--- src/rtl/mips_isa_pkg.sv ---
`default_nettype none

package mips_isa_pkg;

    typedef logic [31:0] word_t;
    typedef logic [4:0]  reg_idx_t;

    localparam int REG_COUNT = 32;

    // primary opcode field, bits 31:26.
    localparam logic [5:0] OPC_RTYPE = 6'h00;
    localparam logic [5:0] OPC_ADDIU = 6'h09;
    localparam logic [5:0] OPC_ANDI  = 6'h0c;
    localparam logic [5:0] OPC_ORI   = 6'h0d;
    localparam logic [5:0] OPC_XORI  = 6'h0e;
    localparam logic [5:0] OPC_LUI   = 6'h0f;
    localparam logic [5:0] OPC_LW    = 6'h23;
    localparam logic [5:0] OPC_SW    = 6'h2b;

    // function field of R-type words, bits 5:0.
    localparam logic [5:0] FN_ADDU = 6'h21;
    localparam logic [5:0] FN_SUBU = 6'h23;
    localparam logic [5:0] FN_AND  = 6'h24;
    localparam logic [5:0] FN_OR   = 6'h25;
    localparam logic [5:0] FN_XOR  = 6'h26;

    // ALU_ADD must stay the zero encoding so that an all-zero control word is a NOP.
    typedef enum logic [2:0] {ALU_ADD, ALU_SUB, ALU_AND, ALU_OR, ALU_XOR, ALU_LUI} alu_op_t;

endpackage

`default_nettype wire

--- src/rtl/mips_pipe_pkg.sv ---
`default_nettype none

package mips_pipe_pkg;

    typedef struct packed {
        mips_isa_pkg::alu_op_t  alu_op;
        logic                   use_imm;
        mips_isa_pkg::word_t    imm;
        mips_isa_pkg::reg_idx_t dest;
        logic                   we;
        logic                   load;
        logic                   store;
    } ctl_t;

    typedef struct packed {
        ctl_t                ctl;
        mips_isa_pkg::word_t op_a;
        mips_isa_pkg::word_t op_b;
    } id_ex_t;

    typedef struct packed {
        logic                   we;
        mips_isa_pkg::reg_idx_t dest;
        mips_isa_pkg::word_t    result;
        logic                   load;
        logic                   store;
        mips_isa_pkg::word_t    store_data;
    } ex_mm_t;

    typedef struct packed {
        logic                   we;
        mips_isa_pkg::reg_idx_t dest;
        mips_isa_pkg::word_t    value;
    } mm_wb_t;

    typedef enum logic [1:0] {CMD_HOLD, CMD_LOAD, CMD_BUBBLE} stage_cmd_t;

endpackage

`default_nettype wire

--- src/rtl/fwd_bus_if.sv ---
`default_nettype none

interface fwd_bus_if;
    logic                   ex_we;
    mips_isa_pkg::reg_idx_t ex_dest;
    mips_isa_pkg::word_t    ex_value;
    logic                   ex_load;
    logic                   mm_we;
    mips_isa_pkg::reg_idx_t mm_dest;
    mips_isa_pkg::word_t    mm_value;
    logic                   wb_we;
    mips_isa_pkg::reg_idx_t wb_dest;
    mips_isa_pkg::word_t    wb_value;

    modport ex_src (output ex_we, ex_dest, ex_value, ex_load);
    modport mm_src (output mm_we, mm_dest, mm_value);
    modport wb_src (output wb_we, wb_dest, wb_value);
    modport sink (input ex_we, ex_dest, ex_value, ex_load, mm_we, mm_dest, mm_value,
                  wb_we, wb_dest, wb_value);
endinterface

`default_nettype wire

--- src/rtl/pipe_ctrl.sv ---
`default_nettype none

module pipe_ctrl #(
    parameter mips_isa_pkg::word_t RESET_PC = 32'h0000_0000
) (
    input  logic                      clk,
    input  logic                      rst_n,
    input  mips_isa_pkg::reg_idx_t    rs_i,
    input  mips_isa_pkg::reg_idx_t    rt_i,
    input  logic                      ibus_stall_i,
    input  logic                      dbus_stall_i,
    fwd_bus_if.sink                   fwd,
    output mips_isa_pkg::word_t       pc_o,
    output mips_pipe_pkg::stage_cmd_t if_id_cmd_o,
    output mips_pipe_pkg::stage_cmd_t id_ex_cmd_o,
    output mips_pipe_pkg::stage_cmd_t ex_mm_cmd_o,
    output mips_pipe_pkg::stage_cmd_t mm_wb_cmd_o
);
    mips_isa_pkg::word_t pc_q;
    logic                pc_advance;
    logic                load_use;

    // a load in EX cannot forward yet, so its consumer in decode waits one cycle.
    assign load_use = fwd.ex_load && (fwd.ex_dest != '0)
                      && ((fwd.ex_dest == rs_i) || (fwd.ex_dest == rt_i));

    always_comb begin
        pc_advance  = 1'b1;
        if_id_cmd_o = mips_pipe_pkg::CMD_LOAD;
        id_ex_cmd_o = mips_pipe_pkg::CMD_LOAD;
        ex_mm_cmd_o = mips_pipe_pkg::CMD_LOAD;
        mm_wb_cmd_o = mips_pipe_pkg::CMD_LOAD;
        if (dbus_stall_i) begin
            pc_advance  = 1'b0;
            if_id_cmd_o = mips_pipe_pkg::CMD_HOLD;
            id_ex_cmd_o = mips_pipe_pkg::CMD_HOLD;
            ex_mm_cmd_o = mips_pipe_pkg::CMD_HOLD;
            mm_wb_cmd_o = mips_pipe_pkg::CMD_BUBBLE;
        end else if (load_use || ibus_stall_i) begin
            // the front end waits and a NOP enters execute.
            pc_advance  = 1'b0;
            if_id_cmd_o = mips_pipe_pkg::CMD_HOLD;
            id_ex_cmd_o = mips_pipe_pkg::CMD_BUBBLE;
        end
    end

    always_ff @(posedge clk or negedge rst_n) begin
        if (!rst_n) begin
            pc_q <= RESET_PC;
        end else if (pc_advance) begin
            pc_q <= pc_q + 32'd4;
        end
    end

    assign pc_o = pc_q;

    pc_aligned_a: assert property (@(posedge clk) disable iff (!rst_n) pc_q[1:0] == 2'b00);

endmodule

`default_nettype wire

--- src/rtl/pipe_reg.sv ---
`default_nettype none

module pipe_reg #(
    parameter type payload_t = mips_isa_pkg::word_t
) (
    input  logic                      clk,
    input  logic                      rst_n,
    input  mips_pipe_pkg::stage_cmd_t cmd_i,
    input  payload_t                  d_i,
    output payload_t                  q_o
);
    payload_t q;

    // an all-zero payload is a NOP in every stage.
    always_ff @(posedge clk or negedge rst_n) begin
        if (!rst_n) begin
            q <= '0;
        end else begin
            case (cmd_i)
                mips_pipe_pkg::CMD_LOAD:   q <= d_i;
                mips_pipe_pkg::CMD_BUBBLE: q <= '0;
                default:                   q <= q;
            endcase
        end
    end

    assign q_o = q;

endmodule

`default_nettype wire

--- src/rtl/reg_file.sv ---
`default_nettype none

module reg_file (
    input  logic                   clk,
    input  logic                   rst_n,
    input  mips_isa_pkg::reg_idx_t rs_i,
    input  mips_isa_pkg::reg_idx_t rt_i,
    output mips_isa_pkg::word_t    rs_data_o,
    output mips_isa_pkg::word_t    rt_data_o,
    input  mips_pipe_pkg::mm_wb_t  wr_i
);
    mips_isa_pkg::word_t regs_q [mips_isa_pkg::REG_COUNT];

    always_ff @(posedge clk or negedge rst_n) begin
        if (!rst_n) begin
            for (int i = 0; i < mips_isa_pkg::REG_COUNT; i++) begin
                regs_q[i] <= '0;
            end
        end else if (wr_i.we && (wr_i.dest != '0)) begin
            regs_q[wr_i.dest] <= wr_i.value;
        end
    end

    // reads see the old value; the WB forwarding path covers a write in the same cycle.
    assign rs_data_o = regs_q[rs_i];
    assign rt_data_o = regs_q[rt_i];

    r0_zero_a: assert property (@(posedge clk) disable iff (!rst_n)
        (wr_i.we && wr_i.dest == '0)
        |=> ((rs_i != '0) || (rs_data_o == '0)) && ((rt_i != '0) || (rt_data_o == '0)));

endmodule

`default_nettype wire

--- src/rtl/decode.sv ---
`default_nettype none

module decode (
    input  mips_isa_pkg::word_t    inst_i,
    output mips_isa_pkg::reg_idx_t rs_o,
    output mips_isa_pkg::reg_idx_t rt_o,
    output mips_pipe_pkg::ctl_t    ctl_o
);
    logic [5:0]          opcode;
    logic [5:0]          funct;
    mips_isa_pkg::word_t imm_sext;
    mips_isa_pkg::word_t imm_zext;

    assign opcode   = inst_i[31:26];
    assign funct    = inst_i[5:0];
    assign rs_o     = inst_i[25:21];
    assign rt_o     = inst_i[20:16];
    assign imm_sext = {{16{inst_i[15]}}, inst_i[15:0]};
    assign imm_zext = {16'h0000, inst_i[15:0]};

    always_comb begin
        // start from a register-writing I-type and adjust per opcode.
        ctl_o         = '0;
        ctl_o.use_imm = 1'b1;
        ctl_o.imm     = imm_zext;
        ctl_o.dest    = rt_o;
        ctl_o.we      = 1'b1;
        case (opcode)
            mips_isa_pkg::OPC_RTYPE: begin
                ctl_o.use_imm = 1'b0;
                ctl_o.dest    = inst_i[15:11];
                case (funct)
                    mips_isa_pkg::FN_ADDU: ctl_o.alu_op = mips_isa_pkg::ALU_ADD;
                    mips_isa_pkg::FN_SUBU: ctl_o.alu_op = mips_isa_pkg::ALU_SUB;
                    mips_isa_pkg::FN_AND:  ctl_o.alu_op = mips_isa_pkg::ALU_AND;
                    mips_isa_pkg::FN_OR:   ctl_o.alu_op = mips_isa_pkg::ALU_OR;
                    mips_isa_pkg::FN_XOR:  ctl_o.alu_op = mips_isa_pkg::ALU_XOR;
                    default:               ctl_o = '0;
                endcase
            end
            mips_isa_pkg::OPC_ADDIU: begin
                ctl_o.alu_op = mips_isa_pkg::ALU_ADD;
                ctl_o.imm    = imm_sext;
            end
            mips_isa_pkg::OPC_ANDI: ctl_o.alu_op = mips_isa_pkg::ALU_AND;
            mips_isa_pkg::OPC_ORI:  ctl_o.alu_op = mips_isa_pkg::ALU_OR;
            mips_isa_pkg::OPC_XORI: ctl_o.alu_op = mips_isa_pkg::ALU_XOR;
            mips_isa_pkg::OPC_LUI:  ctl_o.alu_op = mips_isa_pkg::ALU_LUI;
            mips_isa_pkg::OPC_LW: begin
                ctl_o.imm  = imm_sext;
                ctl_o.load = 1'b1;
            end
            mips_isa_pkg::OPC_SW: begin
                ctl_o.imm   = imm_sext;
                ctl_o.dest  = '0;
                ctl_o.we    = 1'b0;
                ctl_o.store = 1'b1;
            end
            default: ctl_o = '0;
        endcase
    end

endmodule

`default_nettype wire

--- src/rtl/operand_fwd.sv ---
`default_nettype none

module operand_fwd (
    input  mips_isa_pkg::reg_idx_t idx_i,
    input  mips_isa_pkg::word_t    reg_data_i,
    fwd_bus_if.sink                fwd,
    output mips_isa_pkg::word_t    data_o
);
    logic ex_hit;
    logic mm_hit;
    logic wb_hit;

    // register zero never forwards.
    assign ex_hit = fwd.ex_we && !fwd.ex_load && (fwd.ex_dest != '0) && (fwd.ex_dest == idx_i);
    assign mm_hit = fwd.mm_we && (fwd.mm_dest != '0) && (fwd.mm_dest == idx_i);
    assign wb_hit = fwd.wb_we && (fwd.wb_dest != '0) && (fwd.wb_dest == idx_i);

    always_comb begin
        if (ex_hit) begin
            data_o = fwd.ex_value;
        end else if (mm_hit) begin
            data_o = fwd.mm_value;
        end else if (wb_hit) begin
            data_o = fwd.wb_value;
        end else begin
            data_o = reg_data_i;
        end
    end

endmodule

`default_nettype wire

--- src/rtl/execute.sv ---
`default_nettype none

module execute (
    input  mips_pipe_pkg::id_ex_t ex_i,
    output mips_pipe_pkg::ex_mm_t ex_o,
    fwd_bus_if.ex_src             fwd
);
    mips_isa_pkg::word_t opnd_b;
    mips_isa_pkg::word_t result;

    assign opnd_b = ex_i.ctl.use_imm ? ex_i.ctl.imm : ex_i.op_b;

    // loads and stores use ALU_ADD, so the result doubles as the data address.
    always_comb begin
        case (ex_i.ctl.alu_op)
            mips_isa_pkg::ALU_SUB: result = ex_i.op_a - opnd_b;
            mips_isa_pkg::ALU_AND: result = ex_i.op_a & opnd_b;
            mips_isa_pkg::ALU_OR:  result = ex_i.op_a | opnd_b;
            mips_isa_pkg::ALU_XOR: result = ex_i.op_a ^ opnd_b;
            mips_isa_pkg::ALU_LUI: result = {opnd_b[15:0], 16'h0000};
            default:               result = ex_i.op_a + opnd_b;
        endcase
    end

    assign ex_o.we         = ex_i.ctl.we;
    assign ex_o.dest       = ex_i.ctl.dest;
    assign ex_o.result     = result;
    assign ex_o.load       = ex_i.ctl.load;
    assign ex_o.store      = ex_i.ctl.store;
    assign ex_o.store_data = ex_i.op_b;

    assign fwd.ex_we    = ex_i.ctl.we;
    assign fwd.ex_dest  = ex_i.ctl.dest;
    assign fwd.ex_value = result;
    assign fwd.ex_load  = ex_i.ctl.load;

endmodule

`default_nettype wire

--- src/rtl/mem_stage.sv ---
`default_nettype none

module mem_stage (
    input  mips_pipe_pkg::ex_mm_t ex_mm_i,
    output mips_isa_pkg::word_t   dbus_address_o,
    output logic                  dbus_read_o,
    output logic                  dbus_write_o,
    output mips_isa_pkg::word_t   dbus_wrdata_o,
    input  mips_isa_pkg::word_t   dbus_rddata_i,
    output mips_pipe_pkg::mm_wb_t mm_wb_o,
    fwd_bus_if.mm_src             fwd
);
    mips_isa_pkg::word_t value;

    // the EX/MM register holds during a data-bus stall, which keeps these outputs steady.
    assign dbus_address_o = ex_mm_i.result;
    assign dbus_read_o    = ex_mm_i.load;
    assign dbus_write_o   = ex_mm_i.store;
    assign dbus_wrdata_o  = ex_mm_i.store_data;

    assign value = ex_mm_i.load ? dbus_rddata_i : ex_mm_i.result;

    assign mm_wb_o.we    = ex_mm_i.we;
    assign mm_wb_o.dest  = ex_mm_i.dest;
    assign mm_wb_o.value = value;

    assign fwd.mm_we    = ex_mm_i.we;
    assign fwd.mm_dest  = ex_mm_i.dest;
    assign fwd.mm_value = value;

    always_comb begin
        rd_wr_excl_a: assert (!(dbus_read_o && dbus_write_o));
    end

endmodule

`default_nettype wire

--- src/rtl/mips_core.sv ---
`default_nettype none

module mips_core #(
    parameter mips_isa_pkg::word_t RESET_PC = 32'h0000_0000
) (
    input  logic                clk,
    input  logic                rst_n,
    output mips_isa_pkg::word_t ibus_address_o,
    input  mips_isa_pkg::word_t ibus_rddata_i,
    input  logic                ibus_stall_i,
    output mips_isa_pkg::word_t dbus_address_o,
    output logic                dbus_read_o,
    output logic                dbus_write_o,
    output mips_isa_pkg::word_t dbus_wrdata_o,
    input  mips_isa_pkg::word_t dbus_rddata_i,
    input  logic                dbus_stall_i
);
    mips_pipe_pkg::stage_cmd_t if_id_cmd;
    mips_pipe_pkg::stage_cmd_t id_ex_cmd;
    mips_pipe_pkg::stage_cmd_t ex_mm_cmd;
    mips_pipe_pkg::stage_cmd_t mm_wb_cmd;

    mips_isa_pkg::word_t       if_id_q;
    mips_isa_pkg::reg_idx_t    id_rs;
    mips_isa_pkg::reg_idx_t    id_rt;
    mips_isa_pkg::word_t       rs_data;
    mips_isa_pkg::word_t       rt_data;
    mips_pipe_pkg::ctl_t       id_ctl;
    mips_pipe_pkg::id_ex_t     id_ex_d;
    mips_pipe_pkg::id_ex_t     id_ex_q;
    mips_pipe_pkg::ex_mm_t     ex_mm_d;
    mips_pipe_pkg::ex_mm_t     ex_mm_q;
    mips_pipe_pkg::mm_wb_t     mm_wb_d;
    mips_pipe_pkg::mm_wb_t     mm_wb_q;

    fwd_bus_if fwd_bus ();

    pipe_ctrl #(.RESET_PC(RESET_PC)) pipe_ctrl_i (
        .clk(clk), .rst_n(rst_n), .rs_i(id_rs), .rt_i(id_rt),
        .ibus_stall_i(ibus_stall_i), .dbus_stall_i(dbus_stall_i), .fwd(fwd_bus.sink),
        .pc_o(ibus_address_o), .if_id_cmd_o(if_id_cmd), .id_ex_cmd_o(id_ex_cmd),
        .ex_mm_cmd_o(ex_mm_cmd), .mm_wb_cmd_o(mm_wb_cmd)
    );

    pipe_reg #(.payload_t(mips_isa_pkg::word_t)) if_id_reg (
        .clk(clk), .rst_n(rst_n), .cmd_i(if_id_cmd), .d_i(ibus_rddata_i), .q_o(if_id_q)
    );

    decode decode_i (.inst_i(if_id_q), .rs_o(id_rs), .rt_o(id_rt), .ctl_o(id_ctl));

    reg_file reg_file_i (
        .clk(clk), .rst_n(rst_n), .rs_i(id_rs), .rt_i(id_rt),
        .rs_data_o(rs_data), .rt_data_o(rt_data), .wr_i(mm_wb_q)
    );

    operand_fwd fwd_rs (.idx_i(id_rs), .reg_data_i(rs_data), .fwd(fwd_bus.sink),
                        .data_o(id_ex_d.op_a));
    operand_fwd fwd_rt (.idx_i(id_rt), .reg_data_i(rt_data), .fwd(fwd_bus.sink),
                        .data_o(id_ex_d.op_b));

    assign id_ex_d.ctl = id_ctl;

    pipe_reg #(.payload_t(mips_pipe_pkg::id_ex_t)) id_ex_reg (
        .clk(clk), .rst_n(rst_n), .cmd_i(id_ex_cmd), .d_i(id_ex_d), .q_o(id_ex_q)
    );

    execute execute_i (.ex_i(id_ex_q), .ex_o(ex_mm_d), .fwd(fwd_bus.ex_src));

    pipe_reg #(.payload_t(mips_pipe_pkg::ex_mm_t)) ex_mm_reg (
        .clk(clk), .rst_n(rst_n), .cmd_i(ex_mm_cmd), .d_i(ex_mm_d), .q_o(ex_mm_q)
    );

    mem_stage mem_stage_i (
        .ex_mm_i(ex_mm_q), .dbus_address_o(dbus_address_o), .dbus_read_o(dbus_read_o),
        .dbus_write_o(dbus_write_o), .dbus_wrdata_o(dbus_wrdata_o),
        .dbus_rddata_i(dbus_rddata_i), .mm_wb_o(mm_wb_d), .fwd(fwd_bus.mm_src)
    );

    pipe_reg #(.payload_t(mips_pipe_pkg::mm_wb_t)) mm_wb_reg (
        .clk(clk), .rst_n(rst_n), .cmd_i(mm_wb_cmd), .d_i(mm_wb_d), .q_o(mm_wb_q)
    );

    // write-back source for the forwarding bus.
    assign fwd_bus.wb_we    = mm_wb_q.we;
    assign fwd_bus.wb_dest  = mm_wb_q.dest;
    assign fwd_bus.wb_value = mm_wb_q.value;

endmodule

`default_nettype wire

--- config.mk ---
export PLATFORM = sky130hd
export DESIGN_NAME = mips_core
export DESIGN_NICKNAME = d
export VERILOG_FILES = /design/src/rtl/mips_isa_pkg.sv /design/src/rtl/mips_pipe_pkg.sv /design/src/rtl/fwd_bus_if.sv /design/src/rtl/pipe_ctrl.sv /design/src/rtl/pipe_reg.sv /design/src/rtl/reg_file.sv /design/src/rtl/decode.sv /design/src/rtl/operand_fwd.sv /design/src/rtl/execute.sv /design/src/rtl/mem_stage.sv /design/src/rtl/mips_core.sv
export SDC_FILE = /design/constraint.sdc
export NUM_CORES = 2
export LEC_CHECK = 0
export BUFFER_PORTS_ARGS = -buffer_cell sky130_fd_sc_hd__buf_2
export CORE_MARGIN = 4
export CORE_UTILIZATION = 65
export DETAILED_ROUTE_END_ITERATION = 8
export PLACE_DENSITY_LB_ADDON = 0.3
export SYNTH_ARGS = -nofsm -noshare
export SYNTH_HDL_FRONTEND = slang
export SYNTH_SLANG_ARGS = --single-unit
--- constraint.sdc ---
create_clock -name clk -period 8.7 [get_ports clk]
set_input_delay 0.435 -clock clk [delete_from_list [all_inputs] [get_ports clk]]
set_output_delay 0.435 -clock clk [all_outputs]
set_load 0.1 [all_outputs]
### Yosys cells after proc, flatten, opt, wreduce, memory -nomap -nowiden

Index checks and enable logic that the tools add are counted.

| storage, ports and cells | value |
|---|---|
| input port bits | 68 |
| memories kept | 0 |
| bits in registers | 1,306 |
| memory bits (writable) | 0 |
| output and inout bits | 98 |
| bits in latches | 0 |
| bits in read-only memories | 0 |
| word-level logic and storage cells | 163 |

| cells by class | value |
|---|---|
| divide/modulo/power cells | 0 |
| multipliers | 0 |
| eq/ne operators | 31 |
| shifts and indexed selects | 0 |
| reduce and logical (&&, ||, !) cells | 29 |
| mux-type cells | 38 |
| bitwise gates (word level) | 6 |
| $add $sub $neg | 3 |
| magnitude comparators | 4 |

Operators with widths:

| cell | number |
|---|---|
| 1024-bit bitwise mux | 1 |
| 32-bit 2-to-1 mux | 13 |
| 32-bit binary-select mux with 5-bit select | 2 |
| 108-bit case mux with 2 select lines | 1 |
| 32-bit demux with 5-bit select | 1 |
| 32-bit case mux with 5 select lines | 1 |
| 72-bit case mux with 2 select lines | 1 |
| 32-bit case mux with 3 select lines | 1 |
| 38-bit case mux with 2 select lines | 1 |
| 32-bit case mux with 2 select lines | 1 |
| 6-bit equality test, second input constant | 7 |
| 32-bit by 3-bit adder with 32-bit output, second input constant | 1 |
| 32-bit adder | 1 |
| 32-bit bitwise AND | 1 |
| 32-bit OR | 1 |
| 32-bit subtractor | 1 |
| 32-bit bitwise XOR | 1 |
| 5-bit equality test | 6 |
| 6-bit by 4-bit equality test with 1-bit output, second input constant | 5 |
| 24-bit 2-to-1 mux | 1 |
| 6-bit >= comparator, second input constant | 3 |
| 5-bit NOT with 6-bit output | 3 |
| 3-bit case mux with 5 select lines | 1 |
| 5-bit nonzero test | 3 |
| other kinds (23) | 53 |

### Longest topological paths before layout

| logic depth | value |
|---|---|
| depth after elaboration | 8 |
| gate-level depth with buffers | 21 |
| gate-level depth less buffers | 18 |

### Cells and area by module

A second synthesis with hierarchy kept.

| second synthesis, totals | value |
|---|---|
| cell total of the unflattened synthesis | 7,260 |
| area, all modules | 79,261.0 µm² |

By module, submodules not included:

| module | times used | area an instance (µm²) | cells an instance |
|---|---|---|---|
| reg_file | 1 | 55,942.4 | 4,601 |
| execute | 1 | 5,614.1 | 791 |
| pipe_reg at id_ex_reg | 1 | 4,828.4 | 469 |
| pipe_reg at ex_mm_reg | 1 | 3,089.2 | 313 |
| operand_fwd | 2 | 1,356.3 | 186 |
| pipe_ctrl | 1 | 2,006.9 | 180 |
| pipe_reg at mm_wb_reg | 1 | 1,681.6 | 165 |
| pipe_reg at if_id_reg | 1 | 1,373.8 | 139 |
| mem_stage | 1 | 1,370.1 | 146 |
| decode | 1 | 641.9 | 84 |

### Worst setup path after synthesis

Ideal clock, no wire load.

| path | value |
|---|---|
| kind | register to register |
| start point | register id_ex_reg.q, in the netlist id_ex_reg.q_o[104] |
| end point | register id_ex_reg.q, in the netlist id_ex_reg.q_o[63] |
| cell stages (with the launch flop) | 22 |
| library setup time | 0.121 ns |
| buffers on the path | 3 |
| slack | 3.222 ns |
| data required time | 8.579 ns |
| arrival time | 5.357 ns |
| cell sequence | dfrtp_1 -> buf_2 -> buf_2 -> buf_1 -> mux2i_1 -> ha_1 -> o2111ai_1 -> nor4_1 -> nand2_1 -> a21oi_1 -> a21oi_1 -> xnor2_1 -> mux2_2 -> ha_1 -> a21oi_1 -> o21bai_1 -> or2_2 -> a211oi_2 -> nor3_1 -> or4_4 -> a211o_1 -> a22o_1 |

| on the way | value |
|---|---|
| cells in the longest elaborated chain, start to end | 5 |
| elaborated cells on any way between the ends | 9 |
| classes of those cells | add/sub: 2; mux: 4; bitwise: 3 |

Ends and longest elaborated chain:

| what | line | source |
|---|---|---|
| start: declaration | pipe_reg.sv:12 | `payload_t q;` |
| start signal: assignment | pipe_reg.sv:20 | `mips_pipe_pkg::CMD_LOAD: q <= d_i;` |
| start signal: assignment | pipe_reg.sv:22 | `default: q <= q;` |
| 32-bit 2-to-1 mux * | execute.sv:11 | `assign opnd_b = ex_i.ctl.use_imm ? ex_i.ctl.imm : ex_i.op_b;` |
| 32-bit adder, or another cell as far along | execute.sv:21 | `default: result = ex_i.op_a + opnd_b;` |
| 32-bit case mux with 5 select lines * | execute.sv:15 | `case (ex_i.ctl.alu_op)` |
| 32-bit 2-to-1 mux * | operand_fwd.sv:19 | `if (ex_hit) begin` |
| 108-bit case mux with 2 select lines * | pipe_reg.sv:19 | `case (cmd_i)` |

Every way passes the cells marked *; elsewhere a longest branch is shown, timed or not.
A chain may end at the register's enable or synchronous reset.

### Final worst setup path

Ends and elaborated chain as after synthesis.

==> results.py <==
metrics = {
    "clocking": {
        "numCtsBuffers": 136,
        "cts_sinks": 1289,
        "cts_tree": "built",
        "ctsHoldBuffers": 33,
        "cts_setup_buffers": 0,
        "cts_resized": 0,
        "clockBufferDepth": 3,
        "clkTransAtPathRegs_ns": 0.06,
        "worstSkewPairLatency_ns": 0.75,
        "htree_levels": 4,
        "ctsRootBufferMaster": "clkbuf_16",
    },
    "die": {
        "rows": 120,
        "fp.dieW_um": 338.4,
        "ios": 166,
        "start_util_pct": 65.91,
        "die_h_um": 338.4,
        "die_area_mm2": 0.1145,
        "core_mm2": 0.1077,
    },
    "global_routing": {
        "antenna_found_initial": 3,
        "grt-ovfl-total": 0,
        "track_usage_pct": 39.22,
        "grt_pass1_wl_um": 331300,
        "grt_pass1_vias": 48880,
        "grt_max_degree": 177,
    },
    "route": {
        "wl_per_cell_um": 34.20,
        "viasPerCell": 7.339,
        "drc": 0,
        "drt_pass1_iterations": 7,
        "vias": 47870,
        "postRouteAntennaNets": 0,
        "drtIter0Drc": 6029,
        "wl_um": 223100,
    },
    "finish": {
        "final_cell_mix": "1,279 x dfrtp_1, 1,056 x mux2_2, 632 x mux4_2",
        "area_delta_synth_final_pct": 9.099,
        "nets": 5184,
        "final_common_cell": "dfrtp_1",
        "fill_cells": 6779,
        "drive_gt1_share_pct": 43.87,
        "stdcell_count": 6522,
    },
    "synth": {
        "synth-seq-cells": 1289,
        "avgSynthCellArea_um2": 13.83,
        "synthArstFlopShare_pct": 100.0,
        "synth_top_area_cell": "dfrtp_1",
        "synth-edff-count": 0,
        "seq_area_frac_synth_pct": 45.46,
        "synth_top_area_share_pct": 45.46,
        "syn_area_mm2": 0.07096,
        "ys_types": 76,
        "synth_ff_type": "dfrtp_1",
        "yosys_warnings": 0,
        "syn_inst": 5129,
        "synth.area.top_cells": "dfrtp_1 45%, mux4_2 20%, mux2_2 17%",
    },
    "critical_path": {
        "crit_path_max_fanout": 18,
        "path_delay_family": "compound AO/OA/AOI/OAI gates",
        "critical_path_arrival_ns": 6.81,
        "r2r_start": "id_ex_reg.q_o[104]",
        "cp_data_required_time_ns": 9.33,
        "crit_chain": "buf_4 > mux2i_1 > o211ai_1 > nor4_1 > buf_4 > nand2_1 > a21oi_1 > a21oi_1 > xnor2_1 > mux2_2 > ha_1 > a21oi_1 > o21bai_1 > or2_2 > a211oi_2 > nor3_1 > or4_4 > a211o_1 > a22o_1",
        "critPathKind": "flop to flop",
        "start_kind": "flop",
        "cpMostUsedCell": "a21oi_1",
        "end_kind": "flop",
        "path_buf_inv": 2,
        "cp_slowest_cell": "dfrtp_1",
        "crit_start": "id_ex_reg.q_o[104]",
        "max_stage_delay_ns": 0.96,
    },
    "placed_design": {
        "place_inst": 6250,
        "io_buffers": 163,
        "gp_congestion": 1.021,
        "dpl.hpwl_um": 139000,
        "dp_slack_ns": 2.612,
    },
    "timing": {
        "hold_viol_final": 0,
        "worstMarginPinSlew_ns": 1.259,
        "finalSetupTns_ns": 0,
        "rsz0062_at_grt": "false",
        "period_share_pct": 71.04,
        "fin_ws_ns": 2.519,
        "max_freq_ghz": 0.1618,
        "maxSlewViolCount": 0,
        "finalClockSkew_ns": 0.03174,
        "slew_headroom_pct": 16.08,
        "min_period_ns": 6.181,
        "finalSetupViolCount": 0,
    },
    "power": {
        "seqPwrFrac_pct": 42.7,
        "combPwrFrac_pct": 18.0,
        "p_leak_nw": 35.73,
        "p_per_area_mw_per_mm2": 202.3,
        "intPower_mw": 10.67,
        "switchingPower_mw": 4.992,
        "peakVddDrop_v": 0.0001771,
        "power.share.clock_pct": 39.3,
        "switching_share_pct": 31.88,
    },
    "run_status": {
        "status": "completed",
    },
    "flow_run": {
        "max_cap_viol_count": 0,
    },
    "min_path": {
        "hold_path_startpoint": "ibus_stall_i",
        "hp-class": "input port to flop",
    },
}
kinds of logic (layout without fill, tap and decap cells):
kind of cell               count (synthesis)  count (layout)  share of synthesized area (%)
AOI/OAI and AO/OA                        550             550                          5.204
xor gates and xnor gates                 112             112                          1.382
adders and majority gates                 98              98                          1.739
buffers and inverters                    648             635                          3.895
DFF                                     1289            1289                          45.46
muxes                                   1788            1788                          38.23
other                                      1               4                       0.005285
and+or+nand+nor                          643             643                          4.087
Yosys cell counts (10+ instances only):
cell	instances
a211o_1	10
a21o_1	17
a21oi_1	99
a221o_1	17
a221oi_1	17
a222oi_1	23
a22o_1	21
a22oi_1	26
a31oi_1	12
buf_1	104
buf_2	64
buf_4	67
clkbuf_1	322
dfrtp_1	1289
ha_1	97
inv_1	87
mux2_2	1056
mux2i_1	100
mux4_2	632
nand2_1	313
nand2b_1	14
nand3_1	42
nand4_1	18
nor2_1	122
nor2b_1	39
nor3_1	29
o211ai_1	21
o21a_1	10
o21ai_0	158
o221ai_1	24
o22ai_1	26
o31ai_1	11
or3_1	12
xnor2_1	98
xor2_1	14
stage by stage:
stage / instance area (um2) / total power, mW / hold slack, ns / utilization, %
floorplan: 70960 / 8.630 / 0.1394 / -
global placement: 72360 / 9.546 / 0.3763 / 67.22
detailed placement: 72360 / 9.557 / 0.3823 / 67.22
CTS: 77410 / 15.67 / 0.09034 / 71.90
global route: 77410 / 16.13 / 0.1197 / 71.91
finish: 77410 / 15.66 / 0.1087 / 71.91
path summary, 6_finish.rpt:
kind / end / slack [ns] / depth (start not counted)
max: id_ex_reg.q_o[63] / 2.52 / 19
min: pipe_ctrl_i.pc_o[4] / 0.11 / 4
max reg2reg: id_ex_reg.q_o[63] / 2.52 / 19
min reg2reg: reg_file_i.regs_q[1013] / 0.39 / 0
max in group asynchronous: if_id_reg.q_o[25] / 6.26 / 4
min in group asynchronous: reg_file_i.regs_q[1001] / 0.26 / 2
state kept, by name, indices dropped and copies added (netlist names):
register           count
ex_mm_reg.q_o         72
id_ex_reg.q_o         93
if_id_reg.q_o         32
mm_wb_reg.q_o         38
pipe_ctrl_i.pc_o      30
reg_file_i.regs_q   1024
layout make-up:
| cell class | count | area (um2) | area share, % |
|---|---|---|---|
| multi-input combinational | 3193 | 36180 | 46.73 |
| sequential | 1289 | 32290 | 41.71 |
| clock buffer | 200 | 4131 | 5.337 |
| timing repair buffer | 307 | 2128 | 2.749 |
| tap | 1403 | 1755 | 2.268 |
| clock inverter | 37 | 584.3 | 0.7548 |
| inverter | 91 | 341.6 | 0.4412 |
| antenna | 2 | 5.005 | 0.006465 |
layer usage:
layer / global-route usage [%] / up-vias / share of wire (%)
li1: - / 19140 / -
met1: 53.90 / 25020 / 38
met2: 59.17 / 3007 / 46
met3: 10.48 / 693 / 11
met4: 18.77 / 2 / 5.7
met5: 0 / - / 0.0058
power groups by stage:
stage	sequential (mW)	clock, mW	combinational (mW)
global placement	6.77	0	2.77
finish	6.69	6.15	2.82
detailed placement	6.78	0	2.78
global route	6.72	6.45	2.97
floorplan	6.44	0	2.19
CTS	6.67	6.20	2.80
worst min-delay path, stage by stage:
cell	delay (ns)
buf_2	0.12
a311oi_4	0.06
nand2_1	0.11
xnor2_1	0.07
Power figures use the tool's default switching activity.
